==> config.mk <==
export PLATFORM = sky130hd
export DESIGN_NAME = half_issue
export DESIGN_NICKNAME = d
export VERILOG_FILES = /design/src/mem_bridge_pkg.sv /design/src/half_issue.sv
export VERILOG_INCLUDE_DIRS = /design/src
export SDC_FILE = /design/constraint.sdc
export NUM_CORES = 1
export LEC_CHECK = 0
export BUFFER_PORTS_ARGS = -buffer_cell sky130_fd_sc_hd__buf_2
export CORE_MARGIN = 2
export CORE_UTILIZATION = 39
export DETAILED_ROUTE_END_ITERATION = 6
export PLACE_DENSITY_LB_ADDON = 0.1
export SETUP_SLACK_MARGIN = 0.05
export SYNTH_ARGS = -nofsm -noshare
export SYNTH_HDL_FRONTEND = slang
export SYNTH_SLANG_ARGS = --single-unit
export TNS_END_PERCENT = 100
==> constraint.sdc <==
create_clock -name i_clock -period 2.35 [get_ports i_clock]
set_input_delay 0.1175 -clock i_clock [delete_from_list [all_inputs] [get_ports i_clock]]
set_output_delay 0.1175 -clock i_clock [all_outputs]
set_load 0.01 [all_outputs]
==> src/bridge_consts.svh <==
// Bridge width and timing constants
`ifndef BRIDGE_CONSTS_SVH
`define BRIDGE_CONSTS_SVH

// halfword address width of the 16-bit device.
`define RAM_ADDR_BITS 10

// number of halfwords in the device.
`define RAM_DEPTH (1 << `RAM_ADDR_BITS)

// cycles from a device strobe to its ready pulse, 1 or more.
`define RAM_WAIT 2

// word width on the requester side.
`define WORD_BITS 32

// halfword width on the device side.
`define HALF_BITS 16

`endif

==> src/mem_bridge_pkg.sv <==
// Memory bridge request types
`default_nettype none

`include "bridge_consts.svh"

package mem_bridge_pkg;

	// word request as held by the requester.
	typedef struct packed {
		logic rw; // 1 = write.
		logic [`WORD_BITS-1:0] addr; // byte address.
		logic [`WORD_BITS-1:0] wdata;
	} mem_req_t;

	// one halfword request as seen by the device.
	typedef struct packed {
		logic rw; // 1 = write.
		logic [`RAM_ADDR_BITS-1:0] addr; // halfword address.
		logic [`HALF_BITS-1:0] wdata;
	} half_req_t;

endpackage

`default_nettype wire

==> src/half_issue.sv <==
// Halfword request register
`timescale 1ns/1ps
`default_nettype none

`include "bridge_consts.svh"

module half_issue (
	input  wire                       i_clock,
	input  wire                       i_rst,
	input  mem_bridge_pkg::mem_req_t  i_req,
	input  wire                       i_issue,
	input  wire                       i_phase,
	output logic                      o_ram_enable,
	output mem_bridge_pkg::half_req_t o_ram_req
);

	mem_bridge_pkg::half_req_t req_next;

	// word index times two, plus the half select.
	always_comb begin
		req_next.rw = i_req.rw;
		req_next.addr = {i_req.addr[`RAM_ADDR_BITS:2], i_phase};
		if (i_phase) begin
			req_next.wdata = i_req.wdata[`WORD_BITS-1:`HALF_BITS];
		end else begin
			req_next.wdata = i_req.wdata[`HALF_BITS-1:0];
		end
	end

	always_ff @(posedge i_clock) begin
		if (i_rst) begin
			o_ram_enable <= 1'b0;
		end else begin
			o_ram_enable <= i_issue; // one cycle strobe.
		end
	end

	always_ff @(posedge i_clock) begin
		if (i_issue) begin
			o_ram_req <= req_next;
		end
	end

	// the sequencer spaces its issues by at least one idle cycle.
	property p_strobe_single;
		@(posedge i_clock) disable iff (i_rst)
		o_ram_enable |=> !o_ram_enable;
	endproperty
	a_strobe_single: assert property (p_strobe_single)
		else $error("device strobe held for two cycles.");

endmodule

`default_nettype wire

==> impl_metrics.sql <==
INSERT INTO impl_metrics (metric_group, metric, value, unit) VALUES
('status', 'run_status', 'complete, no violations', ''),
('clocking', 'cts_tree', 'done', ''),
('synthesis', 'postSynthNetCount', '116', ''),
('timing', 'finalHoldViolCount', '0', ''),
('timing', 'setup_violations', '0', ''),
('timing', 'period_share', '41.9', '%'),
('drt', 'vias_per_cell', '4.26', ''),
('clocking', 'cts.sink_count', '28', ''),
('synthesis', 'ys_types', '7', ''),
('drt', 'detail_route.first_pass.iterations', '4', ''),
('placed_design', 'numPortBuffers', '73', ''),
('global_route', 'grt_first_pass_wirelength', '3020', 'um'),
('synthesis', 'postSynthCellCount', '47', ''),
('timing', 'fmaxAchievable', '1.02', 'GHz'),
('placed_design', 'finalWeightedCongestion', '0.618', ''),
('clocking', 'cts-htree-levels', '1', ''),
('die', 'floorplan.die.height', '56.8', 'um'),
('power_and_ir_drop', 'power.switching', '0.203', 'mW'),
('worst_setup_path', 'worst_path_cell_trace', 'buf_2', ''),
('die', 'core.rowCount', '19', ''),
('worst_setup_path', 'count_of_buffering_cells_on_the_critical_path_with_inverters_included', '1', ''),
('worst_setup_path', 'startpoint', 'o_ram_req[19]', ''),
('synthesis', 'yosys_warnings', '0', ''),
('worst_setup_path', 'critical-path-slowest-cell', 'sky130_fd_sc_hd__edfxtp_1', ''),
('layout', 'layout-drive-gt1-share', '69.9', '%'),
('timing', 'drv_slew', '0', ''),
('power_and_ir_drop', 'pwr-share-clk', '22.4', '%'),
('power_and_ir_drop', 'cellPowerDensity', '613', 'mW/mm^2'),
('flow_run', 'maxCapViolations', '0', ''),
('worst_setup_path', 'type_of_the_worst_setup_path', 'register to primary output', ''),
('worst_hold_path', 'hold_path.class', 'input pin to register', ''),
('layout', 'fillers', '216', ''),
('worst_hold_path', 'hold_path_depth', '2', ''),
('global_route', 'grt_start_max_net_pins', '29', ''),
('clocking', 'numCtsBuffers', '3', ''),
('global_route', 'via_count_of_the_first_global_routing_pass', '670', ''),
('die', 'starting_density_of_the_core', '40.1', '%'),
('global_route', 'initial_antenna_violation_count', '0', ''),
('worst_setup_path', 'cpLargestDelayFamily', 'flip-flops', ''),
('placed_design', 'pre_cts_setup_slack', '1.19', 'ns'),
('timing', 'grt_setup_unrepaired', 'no', ''),
('die', 'die_outline_area', '0.00322', 'mm^2'),
('clocking', 'post_cts_resize_count', '0', ''),
('drt', 'antenna_violation_net_count_after_detailed_routing', '0', ''),
('clocking', 'ctsLongestPathBuffers', '2', ''),
('layout', 'fin_area', '0.00161', 'mm^2'),
('power_and_ir_drop', 'peakVddDrop', '0.383', 'mV'),
('drt', 'wl', '2020', 'um'),
('worst_setup_path', 'crit_cells', '1', ''),
('placed_design', 'placed_area', '0.00146', 'mm^2'),
('worst_setup_path', 'critical_path_arrival', '0.87', 'ns'),
('layout', 'antenna_cells_inserted', '0', ''),
('clocking', 'clk_pin_slew', '0.14', 'ns'),
('drt', 'wl_per_cell', '12.3', 'um'),
('worst_setup_path', 'critical_path.max_fanout', '1', ''),
('power_and_ir_drop', 'p_int', '0.782', 'mW'),
('layout', 'most_common_cell_after_layout_fill_and_taps_aside', 'sky130_fd_sc_hd__buf_2', ''),
('synthesis', 'ys_seq_area_share', '76.5', '%'),
('drt', 'drc', '0', ''),
('clocking', 'ctsRootBufferMaster', 'sky130_fd_sc_hd__clkbuf_4', ''),
('power_and_ir_drop', 'sequentialPowerShare', '61.4', '%'),
('drt', 'routed_via_count', '699', ''),
('timing', 'final_period_minus_worst_setup_slack', '0.984', 'ns'),
('drt', 'number_of_violations_reported_at_the_end_of_detailed_routing_iteration_0', '8', ''),
('worst_setup_path', 'crit_path_end_kind', 'primary output', ''),
('timing', 'setup-tns-final', '0', 'ns'),
('worst_setup_path', 'worst_setup_path_start_kind', 'register', ''),
('synthesis', 'mapped_cell_area', '0.00109', 'mm^2'),
('worst_setup_path', 'timing.critical_path.slowest_cell_delay', '0.41', 'ns'),
('layout', 'most-common-layout-cells', 'sky130_fd_sc_hd__buf_2 (73), sky130_fd_sc_hd__edfxtp_1 (27), sky130_fd_sc_hd__dlygate4sd3_1 (11)', ''),
('worst_setup_path', 'required', '2.23', 'ns');
metrics by stage:
| stage | power [mW] | hold slack [ns] | std cells |
|---|---|---|---|
| floorplan | 0.683 | 0.189 | 47 |
| global placement | 0.759 | 0.273 | 149 |
| detailed placement | 0.763 | 0.280 | 149 |
| CTS | 0.998 | 0.0806 | 164 |
| global route | 1.04 | 0.0447 | 164 |
| finish | 0.984 | 0.0901 | 164 |
final cells by class:
cell class                 count  area, um^2  area share (%)
clock buffer                   4        36.3            2.26
sequential                    28         831            51.8
multi-input combinational     17         224            14.0
tap                           31        38.8            2.42
timing repair buffer          84         475            29.6
routing by layer:
layer / track usage [%] / vias up / part of all wire (%) / wire length [um]
met5: 0 / - / 0 / 0
met4: 5.98 / 0 / 0.79 / 16
met3: 2.76 / 2 / 8.4 / 170
met2: 21.8 / 40 / 52 / 1060
met1: 14.9 / 303 / 39 / 779
li1: - / 354 / - / -
Yosys cell counts:
library cell               number  share of area (%)
sky130_fd_sc_hd__nor2b_1        1               0.58
sky130_fd_sc_hd__mux2_4        10                 14
sky130_fd_sc_hd__buf_6          1                1.0
sky130_fd_sc_hd__mux2_2         6                6.2
sky130_fd_sc_hd__buf_12         1                1.8
sky130_fd_sc_hd__edfxtp_1      27                 75
sky130_fd_sc_hd__dfxtp_1        1                1.8
sequential cells by signal (all words and copies together), names as in the netlist:
| signal | flops |
|---|---|
| o_ram_enable | 1 |
| o_ram_req | 27 |
power groups by stage:
stage               combinational, mW  sequential (mW)  clock (mW)
floorplan                      0.0417            0.642           0
global placement                0.144            0.615           0
detailed placement              0.147            0.616           0
CTS                             0.161            0.605       0.232
global route                    0.172            0.609       0.262
finish                          0.159            0.604       0.221
repair_timing:
| item | 4_1_cts | 5_1_grt |
|---|---|---|
| buffers inserted | 0 | 0 |
| hold endpoints to repair | 11 | 0 |
| hold buffers | 11 | 0 |
worst min path at each step:
stage | end | slack (ns)
floorplan | o_ram_enable | 0.19
global placement | o_ram_enable | 0.27
detailed placement | o_ram_enable | 0.28
CTS | o_ram_req[11] | 0.08
global route | o_ram_req[10] | 0.04
finish | o_ram_req[10] | 0.09
logic make-up (layout without fill, tap and decap cells):
kind of cell / count (synthesis) / count (layout) / synth area share (%)
simple gates: 1 / 1 / 0.576
flops: 28 / 28 / 76.5
buf+inv: 2 / 88 / 2.88
mux: 16 / 16 / 20.0
Power figures use the tool's default switching activity.
