[config.mk]
export PLATFORM = sky130hd
export DESIGN_NAME = bridge_sequencer
export DESIGN_NICKNAME = d
export VERILOG_FILES = /design/src/bridge_sequencer.sv
export SDC_FILE = /design/constraint.sdc
export NUM_CORES = 1
export LEC_CHECK = 0
export BUFFER_PORTS_ARGS = -buffer_cell sky130_fd_sc_hd__buf_2
export CAP_MARGIN = 20
export CORE_AREA = 2 2 39 41
export CTS_CLUSTER_DIAMETER = 200
export DETAILED_ROUTE_END_ITERATION = 6
export DIE_AREA = 0 0 41 43
export MAX_ROUTING_LAYER = met4
export PLACE_DENSITY_LB_ADDON = 0.25
export SYNTH_ARGS = -nofsm -noshare
export SYNTH_HDL_FRONTEND = slang
export SYNTH_SLANG_ARGS = --single-unit
[constraint.sdc]
create_clock -name i_clock -period 1.75 [get_ports i_clock]
set_clock_uncertainty 0.15 [all_clocks]
set_input_delay 0.0875 -clock i_clock [delete_from_list [all_inputs] [get_ports i_clock]]
set_output_delay 0.0875 -clock i_clock [all_outputs]
set_load 0.02 [all_outputs]
[src/bridge_sequencer.sv]
// Halfword access sequencer
`timescale 1ns/1ps
`default_nettype none

module bridge_sequencer (
	input  wire  i_clock,
	input  wire  i_rst,
	input  wire  i_enable,
	input  wire  i_rw,
	input  wire  i_ram_ready,
	output logic o_issue,
	output logic o_phase,
	output logic o_capture_low,
	output logic o_capture_high,
	output logic o_ready
);

	typedef enum logic [2:0] {
		st_idle,
		st_low_wait,
		st_high_issue,
		st_high_wait,
		st_done
	} state_t;

	state_t state;
	state_t state_next;

	always_ff @(posedge i_clock) begin
		if (i_rst) begin
			state <= st_idle;
		end else begin
			state <= state_next;
		end
	end

	always_comb begin
		state_next = state;
		case (state)
			st_idle: begin
				if (i_enable) begin
					state_next = st_low_wait; // low half is issued on this edge.
				end
			end
			st_low_wait: begin
				if (i_ram_ready) begin
					state_next = st_high_issue;
				end
			end
			st_high_issue: begin
				state_next = st_high_wait;
			end
			st_high_wait: begin
				if (i_ram_ready) begin
					state_next = st_done;
				end
			end
			st_done: begin
				if (!i_enable) begin
					state_next = st_idle; // requester has seen o_ready.
				end
			end
			default: begin
				state_next = st_idle;
			end
		endcase
	end

	// the low issue leaves idle together with the request so the
	// strobe lands on the edge that samples i_enable.
	assign o_issue = ((state == st_idle) && i_enable) || (state == st_high_issue);
	assign o_phase = (state == st_high_issue);

	// read data is only valid in the ready cycle itself.
	assign o_capture_low  = (state == st_low_wait) && i_ram_ready && !i_rw;
	assign o_capture_high = (state == st_high_wait) && i_ram_ready && !i_rw;

	assign o_ready = (state == st_done);

	// direction must not change in the middle of a word access.
	property p_rw_stable;
		@(posedge i_clock) disable iff (i_rst)
		(i_enable && $past(i_enable)) |-> (i_rw == $past(i_rw));
	endproperty
	a_rw_stable: assert property (p_rw_stable)
		else $error("i_rw changed while i_enable high.");

	// dropping i_enable early would abandon a device access in flight.
	property p_no_early_drop;
		@(posedge i_clock) disable iff (i_rst)
		$fell(i_enable) |-> o_ready;
	endproperty
	a_no_early_drop: assert property (p_no_early_drop)
		else $error("i_enable fell before o_ready.");

	property p_no_stray_ready;
		@(posedge i_clock) disable iff (i_rst)
		(state == st_idle) |-> !i_ram_ready;
	endproperty
	a_no_stray_ready: assert property (p_no_stray_ready)
		else $error("device ready pulse while sequencer idle.");

endmodule

`default_nettype wire

==> reports/metrics.yaml, run 1 <==
status:
  outcome: "finished, final reports clean"
critical_path:
  cp.arrival_ns: 1.20
  crit_required_ns: 1.51
  reg2reg_depth: 1
  path_buf_inv: 1
  r2r_setup_slack_ns: 0.71
  timing.critical_path.from_type: "flip-flop"
  reg2reg_from: "state[1]$_SDFFE_PP0P_"
  cp_cell_sequence: "nand2_1, nor4_1, buf_2"
  critPathCaptureType: "output port"
  cp_max_fo: 9
  reg2reg_to: "state[0]$_SDFFE_PP0P_"
  cp.depth: 3
  path_delay_family: "flip-flops"
  crit_path_top_delay_cell: "dfxtp_1"
  crit_path_max_incr_delay_ns: 0.46
  crit_type: "reg2out"
global_routing:
  grt_max_degree: 10
  grt_pass1_vias: 198
  grt_pass1_wl_um: 717
  track_usage: 0.0720
  grt.busiest_layer: "met4"
  use_met3: 0.0314
  antenna_found_initial: 0
  grt_util_met2: 0.0938
  use_met1: 0.0514
  overflow: 0
sta:
  period_minus_slack_ns: 1.44
  slew_violations: 0
  fmax_mhz: 696
  fin_crit_sh: 0.821
  rsz0062_at_grt: "false"
  worst_slew_pin_slew_ns: 0.262
  setup_viol: 0
  setup_tns_ns: 0
  hold_violations: 0
  relSlewSlack: 0.825
floorplan:
  rows: 14
  die_x_um: 41
  dieArea_um2: 1760
  dieHeight_um: 43
  coreArea_um2: 1380
  ios: 10
  start_util: 0.128
power_and_ir_drop:
  p_leak_uw: 0.000122
  power_frac_clock: 0.507
  internal_power_uw: 178
  powerDensity_nw_per_um2: 860
  vdd_ir_drop_max_v: 0.000171
  switching_share: 0.265
  netSwitchingPower_uw: 64.2
  seqPwrFrac: 0.336
  combinationalPowerShare: 0.157
  finalPower_uw: 242
cells_and_area:
  area_growth_pct: 58.5
  finalNetCount: 40
  seq_area_um2: 60.1
  antenna_cells: 0
  nFillCells: 157
  reg_top3: "state x3"
  finalNonFillerCells: 50
  drive_gt1_frac: 0.412
  largest_register_ffs: 3
  final_cell_mix: "buf_2 (9), nor2_1 (3), clkbuf_4 (3), dfxtp_1 (3)"
  regMostFlops: "state"
  layout_commonest_cell: "buf_2"
  multiInputGateArea_um2: 110
clocking:
  cts_buffers: 3
  cts-htree-levels: 1
  path_clk_slew_ns: 0.04
  cts_buffer_depth: 2
  cts_sinks: 3
  cts_resized: 0
  cts-root-buf: "clkbuf_4"
  cts_tree: "done"
  insertion_delay_ns: 0.24
yosys:
  synth.top_cell.area_share: 0.338
  synthTopCellsByArea: "dfxtp_1 (34%), a21boi_2 (6.3%), nand4bb_1 (6.3%)"
  synth-seq-cells: 3
  ys_types: 15
  netlist_area_um2: 178
  synthCells: 20
  yosys_warnings: 0
  synth_top_area_cell: "dfxtp_1"
  synth.avg_cell_area_um2: 8.88
  synthesis.nets: 25
  seq_area_frac_synth: 0.338
placed_design:
  post-place-cells: 44
  io_buffers: 9
  gp_congestion: 0.671
drt:
  drtPass1Iterations: 3
  drtAntennaViolNets: 0
  drc: 0
  drt_iter0_markers: 5
  via_per_inst: 4.08
  wl_um: 431
  dr_total_vias: 204
  wl_per_cell_um: 8.62
min_path:
  holdPathEnd: "state[1]$_SDFFE_PP0P_"
  worstHoldPathType: "in2reg"
  hold_depth: 3
  hold_path_startpoint: "i_ram_ready"
job:
  drv_cap: 0
[synth_stat cells]
cell type / number
a21bo_1: 1
a21boi_2: 1
a21oi_1: 1
buf_4: 1
dfxtp_1: 3
nand2_1: 1
nand2b_1: 1
nand3b_1: 1
nand4b_1: 1
nand4bb_1: 1
nor2_1: 3
nor3_1: 2
nor3b_1: 1
nor4_1: 1
o311a_2: 1
[power by group through the flow]
| stage | combinational, uW | sequential (uW) | clock (uW) |
|---|---|---|---|
| 2_1_floorplan | 28.6 | 77.2 | 0 |
| 3_3_place_gp | 35.6 | 82.6 | 0 |
| 3_5_place_dp | 35.0 | 82.2 | 0 |
| 4_1_cts | 38.5 | 81.2 | 130 |
| 5_1_grt | 41.4 | 82.3 | 139 |
| 6_report | 38.0 | 81.3 | 123 |
[worst max-delay path by stage]
stage | startpoint | to | slack (ns)
finish | state[0]$_SDFFE_PP0P_ | o_capture_low | 0.31
global route | state[0]$_SDFFE_PP0P_ | o_capture_low | 0.23
CTS | state[0]$_SDFFE_PP0P_ | o_capture_low | 0.30
detailed placement | state[0]$_SDFFE_PP0P_ | o_capture_low | 0.56
global placement | state[0]$_SDFFE_PP0P_ | o_capture_low | 0.55
floorplan | state[0]$_SDFFE_PP0P_ | o_capture_low | 0.39
[through the flow]
stage	instance area [um2]	hold WS, ns	util	setup WS [ns]
3_3_place_gp	235	0.117	0.170	0.547
6_report	282	0.0225	0.203	0.312
3_5_place_dp	235	0.121	0.170	0.563
5_1_grt	282	0.0284	0.203	0.232
2_1_floorplan	178	0.00657	-	0.388
4_1_cts	282	0.0182	0.203	0.297
[repair_timing]
action / 4_1_cts / 5_1_grt
setup buffers: 0 / 0
hold buffers: 2 / 0
endpoints found under the hold margin: 2 / 0
[logic make-up after synthesis]
kind of cell / synth area share
buffers and inverters: 0.0423
AOI/OAI and AO/OA: 0.211
and+or+nand+nor: 0.409
DFF: 0.338
[per-layer routing]
metal,routed length [um],vias to the layer above
met3,12,2
met4,14,0
met2,249,4
li1,-,104
met1,154,94
met5,0,-
[tightest hold or removal path, cell delays in order]
cell      delay [ns]
buf_2           0.12
nand3b_1        0.10
a21boi_2        0.05
[layout make-up]
type | count | share of cell area
Sequential cell | 3 | 0.213
Timing Repair Buffer | 11 | 0.231
Multi-Input combinational cell | 16 | 0.391
Clock buffer | 4 | 0.0933
Tap cell | 16 | 0.0711
(Power assumes the default switching activity.)
==> run 2, diff against run 1 <==
==> constraint.sdc (replaced) <==
create_clock -name i_clock -period 1.15 [get_ports i_clock]
set_clock_uncertainty 0.15 [all_clocks]
set_input_delay 0.0575 -clock i_clock [delete_from_list [all_inputs] [get_ports i_clock]]
set_output_delay 0.0575 -clock i_clock [all_outputs]
set_load 0.02 [all_outputs]
==> reports/metrics.yaml, run 2 (synthesis gave the netlist of run 1 again) <==
clocking:
  cts-htree-levels: 1
  insertion_delay_ns: 0.23
  cts_sinks: 3
  cts_tree: "done"
  cts_buffer_depth: 2
  path_clk_slew_ns: 0.03
  cts_buffers: 3
  cts-root-buf: "clkbuf_4"
global_routing:
  grt_pass1_vias: 231
  grt_max_degree: 8
  track_usage: 0.0832
  grt_pass1_wl_um: 917
  antenna_found_initial: 0
  overflow: 0
critical_path:
  cp.arrival_ns: 1.04
  reg2reg_to: "state[1]$_SDFFE_PP0P_"
  cp_cell_sequence: "nand2b_4, nor3_2, buf_4"
  path_buf_inv: 1
  crit_type: "reg2out"
  crit_path_max_incr_delay_ns: 0.36
  crit_path_top_delay_cell: "dfxtp_4"
  reg2reg_depth: 4
  timing.critical_path.from_type: "flip-flop"
  r2r_setup_slack_ns: -0.01
  path_delay_family: "flip-flops"
  cp_max_fo: 7
  critPathCaptureType: "output port"
  crit_required_ns: 0.94
  reg2reg_from: "state[1]$_SDFFE_PP0P_"
cells_and_area:
  nFillCells: 159
  finalNetCount: 44
  largest_register_ffs: 3
  area_growth_pct: 116
  reg_top3: "state x3"
  drive_gt1_frac: 0.737
  fin_util: 0.278
  final_cell_mix: "buf_4 (6), buf_2 (4), clkbuf_4 (3), dlygate4sd3_1 (3)"
  regMostFlops: "state"
  antenna_cells: 0
  layout_commonest_cell: "buf_4"
sta:
  hold_slack_ns: 0.0351
  period_minus_slack_ns: 1.25
  rsz0062_at_grt: "true"
  hold_violations: 0
  fin_crit_sh: 1.08
  relSlewSlack: 0.860
  setup_viol: 5
  fmax_mhz: 803
  worst_slew_pin_slew_ns: 0.208
  worst_slack_ns: -0.0956
  slew_violations: 0
  setup_tns_ns: -0.256
floorplan:
  dieHeight_um: 43
  ios: 10
  start_util: 0.128
  coreArea_um2: 1380
  dieArea_um2: 1760
  die_x_um: 41
  rows: 14
drt:
  drtAntennaViolNets: 0
  via_per_inst: 4.17
  drt_iter0_markers: 3
  wl_per_cell_um: 10.5
  wl_um: 566
  drtPass1Iterations: 2
  drc: 0
  dr_total_vias: 225
min_path:
  holdPathEnd: "state[0]$_SDFFE_PP0P_"
  hold_depth: 3
  worstHoldPathType: "in2reg"
  hold_path_startpoint: "i_ram_ready"
placed_design:
  io_buffers: 9
  dpl.hpwl_um: 346
  pre_cts_slack_ns: 0.0312
  gp_congestion: 0.576
status:
  violations: "setup timing"
  outcome: "complete, but fails checks"
power_and_ir_drop:
  powerDensity_nw_per_um2: 1050
  vdd_ir_drop_max_v: 0.000386
  p_leak_uw: 0.000153
job:
  drv_cap: 0
-- run 2: changes by cell type in the layout (fill, tap and decap cells not counted), sizes merged --
cell,previous run,this run
buf,9,12
dlygate4sd3,2,3
-- run 2: cell type report --
class / count / area (um2) / share of cell area
Multi-Input combinational cell: 16 / 151 / 0.394
Timing Repair Buffer: 15 / 118 / 0.306
Sequential cell: 3 / 68.8 / 0.179
Clock buffer: 4 / 26.3 / 0.0684
Tap cell: 16 / 20.0 / 0.0521
-- run 2: how the worst max path moves through the flow --
stage | depth (start not counted) | from | slack, ns | to
floorplan | 2 | state[0]$_SDFFE_PP0P_ | -0.007 | o_ready
global placement | 3 | state[1]$_SDFFE_PP0P_ | 0.06 | o_capture_high
detailed placement | 3 | state[1]$_SDFFE_PP0P_ | 0.03 | o_capture_high
CTS | 3 | state[2]$_SDFFE_PP0P_ | -0.09 | o_capture_high
global route | 2 | state[1]$_SDFFE_PP0P_ | -0.18 | o_capture_low
finish | 3 | state[2]$_SDFFE_PP0P_ | -0.1 | o_capture_high
-- run 2: repair_timing --
item,4_1_cts,5_1_grt
hold buffers,3,0
endpoints found under the hold margin,3,0
pin swaps,4,0
buffers inserted,2,0
setup endpoints to repair,5,8
resized for setup,14,5
-- run 2: worst min-delay path: stages --
cell and delay (ns):
buf_2 0.10, nand2_2 0.08, o311a_2 0.13
-- run 2: stage by stage --
step / cell area, um2 / instances / power (uW)
after global routing: 384 / 54 / 437
after floorplan: 189 / 20 / 163
after global placement: 254 / 45 / 187
after detailed placement: 254 / 45 / 187
final: 384 / 54 / 403
after CTS: 368 / 54 / 406
-- run 2: metal layers --
layer,routed length (um),vias to the layer above,track usage,share of wire
li1,-,111,-,-
met1,223,102,0.0929,0.39
met2,269,12,0.103,0.48
met3,73,0,0.0681,0.13
met4,0,0,0.0400,0
met5,0,-,-,0
-- run 2: power breakdown --
part	internal, uW	switching [uW]
registers	110	10.1
logic	55.1	47.6
clock network	130	50.9
total	294	109
