`config.mk`:
```
export PLATFORM = sky130hd
export DESIGN_NAME = read_assembler
export DESIGN_NICKNAME = d
export VERILOG_FILES = /design/src/read_assembler.sv
export VERILOG_INCLUDE_DIRS = /design/src
export SDC_FILE = /design/constraint.sdc
export NUM_CORES = 1
export LEC_CHECK = 0
export BUFFER_PORTS_ARGS = -buffer_cell sky130_fd_sc_hd__buf_2
export CORE_MARGIN = 4
export CORE_UTILIZATION = 48
export DETAILED_ROUTE_END_ITERATION = 8
export PLACE_DENSITY = 0.8
export REMOVE_ABC_BUFFERS = 1
export SYNTH_ARGS = -nofsm -noshare
export SYNTH_HDL_FRONTEND = slang
export SYNTH_SLANG_ARGS = --single-unit
```
`constraint.sdc`:
```
create_clock -name i_clock -period 1.3 [get_ports i_clock]
set_input_delay 0.13 -clock i_clock [delete_from_list [all_inputs] [get_ports i_clock]]
set_output_delay 0.13 -clock i_clock [all_outputs]
set_load 0.1 [all_outputs]
```
`src/bridge_consts.svh`:
```
// Bridge width and timing constants
`ifndef BRIDGE_CONSTS_SVH
`define BRIDGE_CONSTS_SVH

// halfword address width of the 16-bit device.
`define RAM_ADDR_BITS 10

// number of halfwords in the device.
`define RAM_DEPTH (1 << `RAM_ADDR_BITS)

// cycles from a device strobe to its ready pulse, 1 or more.
`define RAM_WAIT 2

// word width on the requester side.
`define WORD_BITS 32

// halfword width on the device side.
`define HALF_BITS 16

`endif

```
`src/read_assembler.sv`:
```
// Read word assembly
`timescale 1ns/1ps
`default_nettype none

`include "bridge_consts.svh"

module read_assembler (
	input  wire                    i_clock,
	input  wire                    i_rst,
	input  wire                    i_capture_low,
	input  wire                    i_capture_high,
	input  wire  [`HALF_BITS-1:0]  i_ram_rdata,
	output logic [`WORD_BITS-1:0]  o_rdata
);

	logic [`HALF_BITS-1:0] half_low;
	logic [`HALF_BITS-1:0] half_high;

	always_ff @(posedge i_clock) begin
		if (i_rst) begin
			half_low  <= '0;
			half_high <= '0;
		end else begin
			if (i_capture_low) begin
				half_low <= i_ram_rdata;
			end
			if (i_capture_high) begin
				half_high <= i_ram_rdata;
			end
		end
	end

	assign o_rdata = {half_high, half_low}; // held until the next read.

	property p_one_capture;
		@(posedge i_clock) disable iff (i_rst)
		!(i_capture_low && i_capture_high);
	endproperty
	a_one_capture: assert property (p_one_capture)
		else $error("both capture pulses high together.");

endmodule

`default_nettype wire

```
==> impl_metrics.ini, run 1 <==
[status]
status = complete, no violations

[critical_path]
cpMaxStageDelayCell = buf_2
setup.worst_path.end_class = primary output
cp_top_family = buffers and inverters
crit_buf_inv = 1
critPathMaxStageDelay_ns = 0.43
cp_max_fo = 2
critPathLaunchType = flip-flop
crit_chain = buf_2
critPathRequiredTime_ns = 1.17
worst_ep_arrival_time_ns = 1.11
path_class = reg -> out

[drt]
drcViolationCount = 0
num_vias = 877
ant_nets = 0
wl_per_cell_um = 12.8
wl_um = 2340
firstDrtPassIters = 5
drt_iter0_drc = 14
via_per_inst = 4.79

[global_route]
grt_usage_pct = 15.2
grt_overflow = 0
grt_pass1_wl_um = 3740
antenna_found_initial = 0
grt_max_degree = 33
grt_pass1_vias = 803

[clock_tree]
post_cts_buffers = 0
h-tree-depth = 2
clockBufferDepth = 2
cts_tree = yes
numClockSinks = 32
clkTransAtPathRegs_ns = 0.09
cts_resized = 0
ctsHoldBuffers = 0
cts_root_buf = clkbuf_4
insertion_delay_ns = 0.32
cts_inserted_buffers = 5

[sta]
hold_slack_ns = 0.0591
tightest_slew_ns = 0.544
period_share_pct = 95.4
relSlewSlack_pct = 63.7
final_max_slew_viol_count = 0
fmax_ghz = 0.806
setup_tns_ns = 0
final_hold_viol_count = 0
rsz0062_at_grt = no
setup_viol = 0
min_period_ns = 1.24
final.setup_skew_ns = 0

[power]
p_int_uw = 1560
ir_worst_vdd_uv = 1060
seqPwrFrac_pct = 44.2
pwr-share-clk_pct = 29.2
switchingPower_uw = 858
switching_share_pct = 35.5
p_leak_uw = 0.000790
power_density_mw_per_mm2 = 1670
total_power_uw = 2420
combPwrFrac_pct = 26.7

[cells_and_area]
layout.area.seq_sq_um = 641
n_fill_cell = 189
instances_no_fill = 183
multiInputGateArea_sq_um = 440
layout-drive-gt1-share_pct = 37.4
most-common-layout-cells = buf_2, mux2i_1, nor2_1, dfxtp_1, clkbuf_4
final_common_cell = buf_2
nets = 174
area_growth_pct = 25.1
num_antenna_cells = 0
post-route-util_pct = 64.2

[placement]
place_congestion = 0.770
dp.cells = 175
hpwl_um = 1690
io_buffers = 51

[worst_hold_path]
worst_hold_path_type = in -> reg

[synth]
synth.distinct_cells = 7
synth-seq-cells = 32
yosysTopAreaCellShare_pct = 55.4
syn_area_sq_mm = 0.00116
post_synth.cell_area_avg_sq_um = 11.2
synth_seq_area_share_pct = 55.4
yosysWarnings = 0
synth_top_area_cell = dfxtp_1
syn_inst = 103
synth.area.top_cells = dfxtp_1, mux2i_1, nor2_1, buf_12, buf_6

[floorplan]
dieWidth_um = 57.1
start_util_pct = 51.3
fp.dieArea_sq_mm = 0.00326
core.rowCount = 17
die_h_um = 57.1
ios = 52
core-area_sq_mm = 0.00225

[run]
maxCapViolations = 0
[final timing paths]
check | from | slack [ns] | endpoint | cells past startpoint
min | i_ram_rdata[2] | 0.06 | half_low[2]$_SDFFE_PP0P_ | 3
max reg2reg | half_low[4]$_SDFFE_PP0P_ | 0.65 | half_low[4]$_SDFFE_PP0P_ | 2
min reg2reg | half_high[7]$_SDFFE_PP0P_ | 0.49 | half_high[7]$_SDFFE_PP0P_ | 2
max | half_low[4]$_SDFFE_PP0P_ | 0.06 | o_rdata[4] | 1
[cell usage after synthesis]
cell and n:
mux2i_1 32, nor2_1 32, dfxtp_1 32, buf_12 2, buf_6 2, clkbuf_1 1
buf_2 2
[power by group through the flow]
stage | logic (uW) | registers (uW) | clock network (uW)
floorplan | 83.4 | 1510 | 0
global placement | 641 | 1090 | 0
detailed placement | 648 | 1090 | 0
CTS | 649 | 1070 | 730
global route | 670 | 1080 | 765
finish | 644 | 1070 | 704
[logic make-up (layout without fill, tap and decap cells)]
logic type,count (synthesis),after routing,share of synthesized area (%)
and+or+nand+nor,32,32,10.4
DFF,32,32,55.4
buffers and inverters,7,59,6.59
muxes,32,32,27.7
[area by class of cell]
| type | instances | share of cell area, % |
|---|---|---|
| Sequential cell | 32 | 44.3 |
| Multi-Input combinational cell | 64 | 30.4 |
| Timing Repair Buffer | 51 | 17.6 |
| Clock buffer | 6 | 2.85 |
| Clock inverter | 2 | 2.42 |
| Tap cell | 28 | 2.42 |
[routing by layer]
metal | GRT usage [%] | wire, um | up-vias
met5 | 0 | 0 | -
met4 | 8.94 | 52 | 0
met3 | 5.88 | 188 | 5
met2 | 24.1 | 1160 | 31
met1 | 17.4 | 940 | 397
li1 | - | - | 444
[sequential cells by signal, indices dropped and copies added, names as in the netlist]
signal / count
half_high: 16
half_low: 16
[metrics by stage]
stage          area, sq um  setup slack, ns
6_report              1450           0.0592
5_1_grt               1450           0.0125
4_1_cts               1450           0.0445
3_5_place_dp          1370            0.296
3_3_place_gp          1370            0.327
2_1_floorplan         1080           0.0600
Power figures use the tool's default switching activity.
==> run 2, diff against run 1 <==
Settings changed: CORE_ASPECT_RATIO from default to 0.9.
==> run 2 against run 1 <==
Net effect:
- critical path depth is the same
- hold slack lost 0.0063 ns
- worst setup slack lost 0.0013 ns
- critical endpoint is now o_rdata[23]
- largest cell class unchanged
==> impl_metrics.ini, run 2 (synthesized netlist as in run 1, its figures left out) <==
[status]
status = complete, no violations

[clock_tree]
cts_inserted_buffers = 5
ctsHoldBuffers = 0
numClockSinks = 32
clockBufferDepth = 2
post_cts_buffers = 0
clkTransAtPathRegs_ns = 0.09
cts_tree = yes
cts_root_buf = clkbuf_4
insertion_delay_ns = 0.32
cts_resized = 0
h-tree-depth = 2

[run]
maxCapViolations = 0

[critical_path]
critPathRequiredTime_ns = 1.17
crit_buf_inv = 1
cp_top_family = buffers and inverters
r2r_setup_slack_ns = 0.66
critPathLaunchType = flip-flop
crit_chain = buf_2
cp_max_fo = 2
path_class = reg -> out
critPathMaxStageDelay_ns = 0.44
cpMaxStageDelayCell = buf_2
setup.worst_path.end_class = primary output
worst_ep_arrival_time_ns = 1.11

[placement]
pre_cts_ws_ns = 0.298
hpwl_um = 1620
placed_area_sq_mm = 0.00137
io_buffers = 51
place_congestion = 0.671

[floorplan]
core-area_sq_mm = 0.00224
start_util_pct = 51.6
dieWidth_um = 59.8
ios = 52
die_h_um = 54.6
core.rowCount = 16
fp.dieArea_sq_mm = 0.00326

[worst_hold_path]
worst_hold_path_type = in -> reg

[sta]
period_share_pct = 95.5
rsz0062_at_grt = no
relSlewSlack_pct = 63.9
tightest_slew_ns = 0.542
setup_tns_ns = 0
finalWorstSetupSlack_ns = 0.0579
final.setup_skew_ns = 0
final_hold_viol_count = 0
setup_viol = 0
final_max_slew_viol_count = 0
min_period_ns = 1.24
fmax_ghz = 0.805

[power]
p_leak_uw = 0.000780
power_density_mw_per_mm2 = 1590
total_power_uw = 2280
ir_worst_vdd_uv = 957

[drt]
wl_per_cell_um = 12.9
drcViolationCount = 0
wl_um = 2340
via_per_inst = 4.82
drt_iter0_drc = 17
firstDrtPassIters = 4
ant_nets = 0
num_vias = 877

[cells_and_area]
most-common-layout-cells = buf_2, mux2i_1, nor2_1, dfxtp_1, clkbuf_4
post-route-cell-area_sq_mm = 0.00143
reg_top3 = half_high (16), half_low (16)
area_growth_pct = 23.5
num_antenna_cells = 0
nets = 174
n_fill_cell = 201
layout-drive-gt1-share_pct = 36.8
final_common_cell = buf_2

[global_route]
grt_usage_pct = 15.5
grt_pass1_wl_um = 3590
grt_max_degree = 33
antenna_found_initial = 0
grt_pass1_vias = 823
grt_overflow = 0
==> run 2: cell types whose count changed in the layout (fill, tap and decap cells not counted) <==
cell / before / now
bufinv_16: 1 / 0
clkbuf_1: 1 / 2
clkinv_2: 1 / 0
clkbuf_8: 0 / 1
==> run 2: final timing paths <==
kind,startpoint,to,depth (start not counted)
worst max-delay path,half_high[7]$_SDFFE_PP0P_,o_rdata[23],1
worst min-delay path,i_ram_rdata[6],half_high[6]$_SDFFE_PP0P_,3
worst min register to register,half_low[2]$_SDFFE_PP0P_,half_low[2]$_SDFFE_PP0P_,2
worst max register to register,half_high[12]$_SDFFE_PP0P_,half_high[12]$_SDFFE_PP0P_,2
==> run 2: per-stage QoR <==
| stage | utilization (%) | std cells | hold WS (ns) |
|---|---|---|---|
| 2_1_floorplan | - | 96 | 0.202 |
| 3_3_place_gp | 61.1 | 174 | 0.381 |
| 5_1_grt | 63.7 | 182 | 0.0447 |
| 6_report | 63.7 | 182 | 0.0528 |
| 4_1_cts | 63.7 | 182 | 0.0438 |
| 3_5_place_dp | 61.1 | 174 | 0.391 |
==> run 2: layout make-up <==
type                       count  area (sq um)  area share [%]
timing repair buffer          51           255            17.9
clock buffer                   8          58.8            4.12
multi-input combinational     64           440            30.8
sequential                    32           641            44.8
tap                           27          33.8            2.36
==> run 2: layer usage <==
| metal | wire length (um) | vias to the layer above | track usage (%) |
|---|---|---|---|
| met5 | 0 | - | 0 |
| met3 | 310 | 2 | 8.49 |
| met1 | 1070 | 387 | 19.2 |
| li1 | - | 442 | - |
| met2 | 949 | 46 | 21.9 |
| met4 | 12 | 0 | 6.64 |
==> run 2: power by group <==
| group | switching, uW | internal [uW] | leakage (uW) |
|---|---|---|---|
| combinational | 528 | 116 | 0.000483 |
| sequential | 28.5 | 1040 | 0.000264 |
| clock | 300 | 267 | 0.0000326 |
==> run 3, diff against run 2 <==
Settings changed: CELL_PAD_IN_SITES_DETAIL_PLACEMENT from default to 1, CELL_PAD_IN_SITES_GLOBAL_PLACEMENT from default to 1, CORE_UTILIZATION 48 to 36.
==> run 3 against run 2 <==
Net effect:
- final area up 1.7%
- global-route usage fell by 2.2 points
- count of clock-buffer cells in the layout did not move
- register-to-register slack worse by 0.03 ns
- via count is 2.1% higher
- first-iteration DRC count rose by 29%
- clock power hardly changed
- critical path depth is the same
- total power up 0.31%
- hold slack improved by 0.0079 ns
- cell count increased by 8.2%
- largest cell class unchanged
==> impl_metrics.ini, run 3 (synthesized netlist as in run 1, its figures left out) <==
[critical_path]
timing.rr.end = half_high[12]$_SDFFE_PP0P_
crit_chain = buf_2
cp_max_fo = 2
cp.depth = 1
critPathLaunchType = flip-flop
cpMaxStageDelayCell = buf_2
setup.worst_path.end_class = primary output
reg2reg_depth = 2
worst_ep_arrival_time_ns = 1.10
r2r_setup_slack_ns = 0.63
r2r-start = half_high[12]$_SDFFE_PP0P_
cp_top_family = buffers and inverters
crit_buf_inv = 1
critPathRequiredTime_ns = 1.17
critPathMaxStageDelay_ns = 0.43
cp-startpoint = half_high[0]$_SDFFE_PP0P_
path_class = reg -> out
critPathCapture = o_rdata[16]

[cells_and_area]
n_fill_cell = 382
nets = 174
layout.area.seq_sq_um = 641
most-common-layout-cells = buf_2, mux2i_1, nor2_1, dfxtp_1, clkbuf_4
post-route-util_pct = 47.4
layout-drive-gt1-share_pct = 36.8
reg_top3 = half_high (16), half_low (16)
final_common_cell = buf_2
area_growth_pct = 25.5
multiInputGateArea_sq_um = 440
num_antenna_cells = 0
instances_no_fill = 197
post-route-cell-area_sq_mm = 0.00145

[drt]
drt_iter0_drc = 22
ant_nets = 0
num_vias = 895
firstDrtPassIters = 3
via_per_inst = 4.54
drcViolationCount = 0
wl_per_cell_um = 12.9
wl_um = 2550

[clock_tree]
cts_inserted_buffers = 5
cts_root_buf = clkbuf_4
cts_resized = 0
clockBufferDepth = 2
ctsHoldBuffers = 0
insertion_delay_ns = 0.32
cts_tree = yes
clkTransAtPathRegs_ns = 0.10
h-tree-depth = 2
numClockSinks = 32
post_cts_buffers = 0

[floorplan]
fp.dieArea_sq_mm = 0.00419
die_h_um = 61.8
start_util_pct = 37.7
core.rowCount = 19
core-area_sq_mm = 0.00307
ios = 52
dieWidth_um = 67.8

[status]
status = complete, no violations

[global_route]
grt_max_degree = 33
grt_usage_pct = 13.3
grt_pass1_vias = 914
grt_pass1_wl_um = 4030
grt_overflow = 0
antenna_found_initial = 0

[power]
switching_share_pct = 37.7
power_density_mw_per_mm2 = 1570
total_power_uw = 2280
p_int_uw = 1420
p_leak_uw = 0.000780
switchingPower_uw = 862
pwr-share-clk_pct = 25.0
combPwrFrac_pct = 28.3
ir_worst_vdd_uv = 815
seqPwrFrac_pct = 46.7

[worst_hold_path]
worst_hold_path_type = in -> reg

[sta]
setup_tns_ns = 0
period_share_pct = 95.0
rsz0062_at_grt = no
final_hold_viol_count = 0
fmax_ghz = 0.810
final_max_slew_viol_count = 0
final.setup_skew_ns = 0
setup_viol = 0
relSlewSlack_pct = 63.7
min_period_ns = 1.23
tightest_slew_ns = 0.545

[placement]
dp.cells = 189
hpwl_um = 1850
io_buffers = 51
place_congestion = 0.596
placed_area_sq_mm = 0.00139

[run]
maxCapViolations = 0
[run 3: cell types whose count changed in the layout (fill, tap and decap cells not counted), sizes merged]
cell / before / now
clkbuf: 8 / 10
buf: 51 / 49
[run 3: area by class of cell]
cell class	instances	share of cell area, %
repair buffers	51	17.9
clock buffers	8	4.05
multi-input cells	64	30.3
well taps	42	3.62
flip-flops and latches	32	44.1
[run 3: worst min path at each step]
stage                   start                         to  depth (start not counted)
2_1_floorplan           i_rst  half_high[0]$_SDFFE_PP0P_                          1
3_3_place_gp   i_ram_rdata[6]   half_low[6]$_SDFFE_PP0P_                          3
3_5_place_dp   i_ram_rdata[2]   half_low[2]$_SDFFE_PP0P_                          3
4_1_cts        i_ram_rdata[8]  half_high[8]$_SDFFE_PP0P_                          3
5_1_grt        i_ram_rdata[2]   half_low[2]$_SDFFE_PP0P_                          3
6_report       i_ram_rdata[8]  half_high[8]$_SDFFE_PP0P_                          3
[run 3: power by group through the flow]
stage | Clock [uW] | Combinational [uW] | Sequential, uW
after floorplan | 0 | 83.4 | 1510
after global placement | 0 | 642 | 1090
after detailed placement | 0 | 651 | 1090
after CTS | 603 | 652 | 1070
after global routing | 649 | 673 | 1080
final | 570 | 647 | 1070
[run 3: metrics by stage]
step / setup slack, ns / hold WS, ns
6_report: 0.0651 / 0.0607
5_1_grt: 0.00167 / 0.0408
4_1_cts: 0.0318 / 0.0481
3_5_place_dp: 0.282 / 0.392
3_3_place_gp: 0.331 / 0.380
2_1_floorplan: 0.0600 / 0.202
[run 3: per-layer routing]
metal  routed length [um]  global-route usage, %
met5                    0                      0
met4                   35                   6.94
met3                  258                   5.94
met2                 1240                   23.9
met1                 1020                   13.1
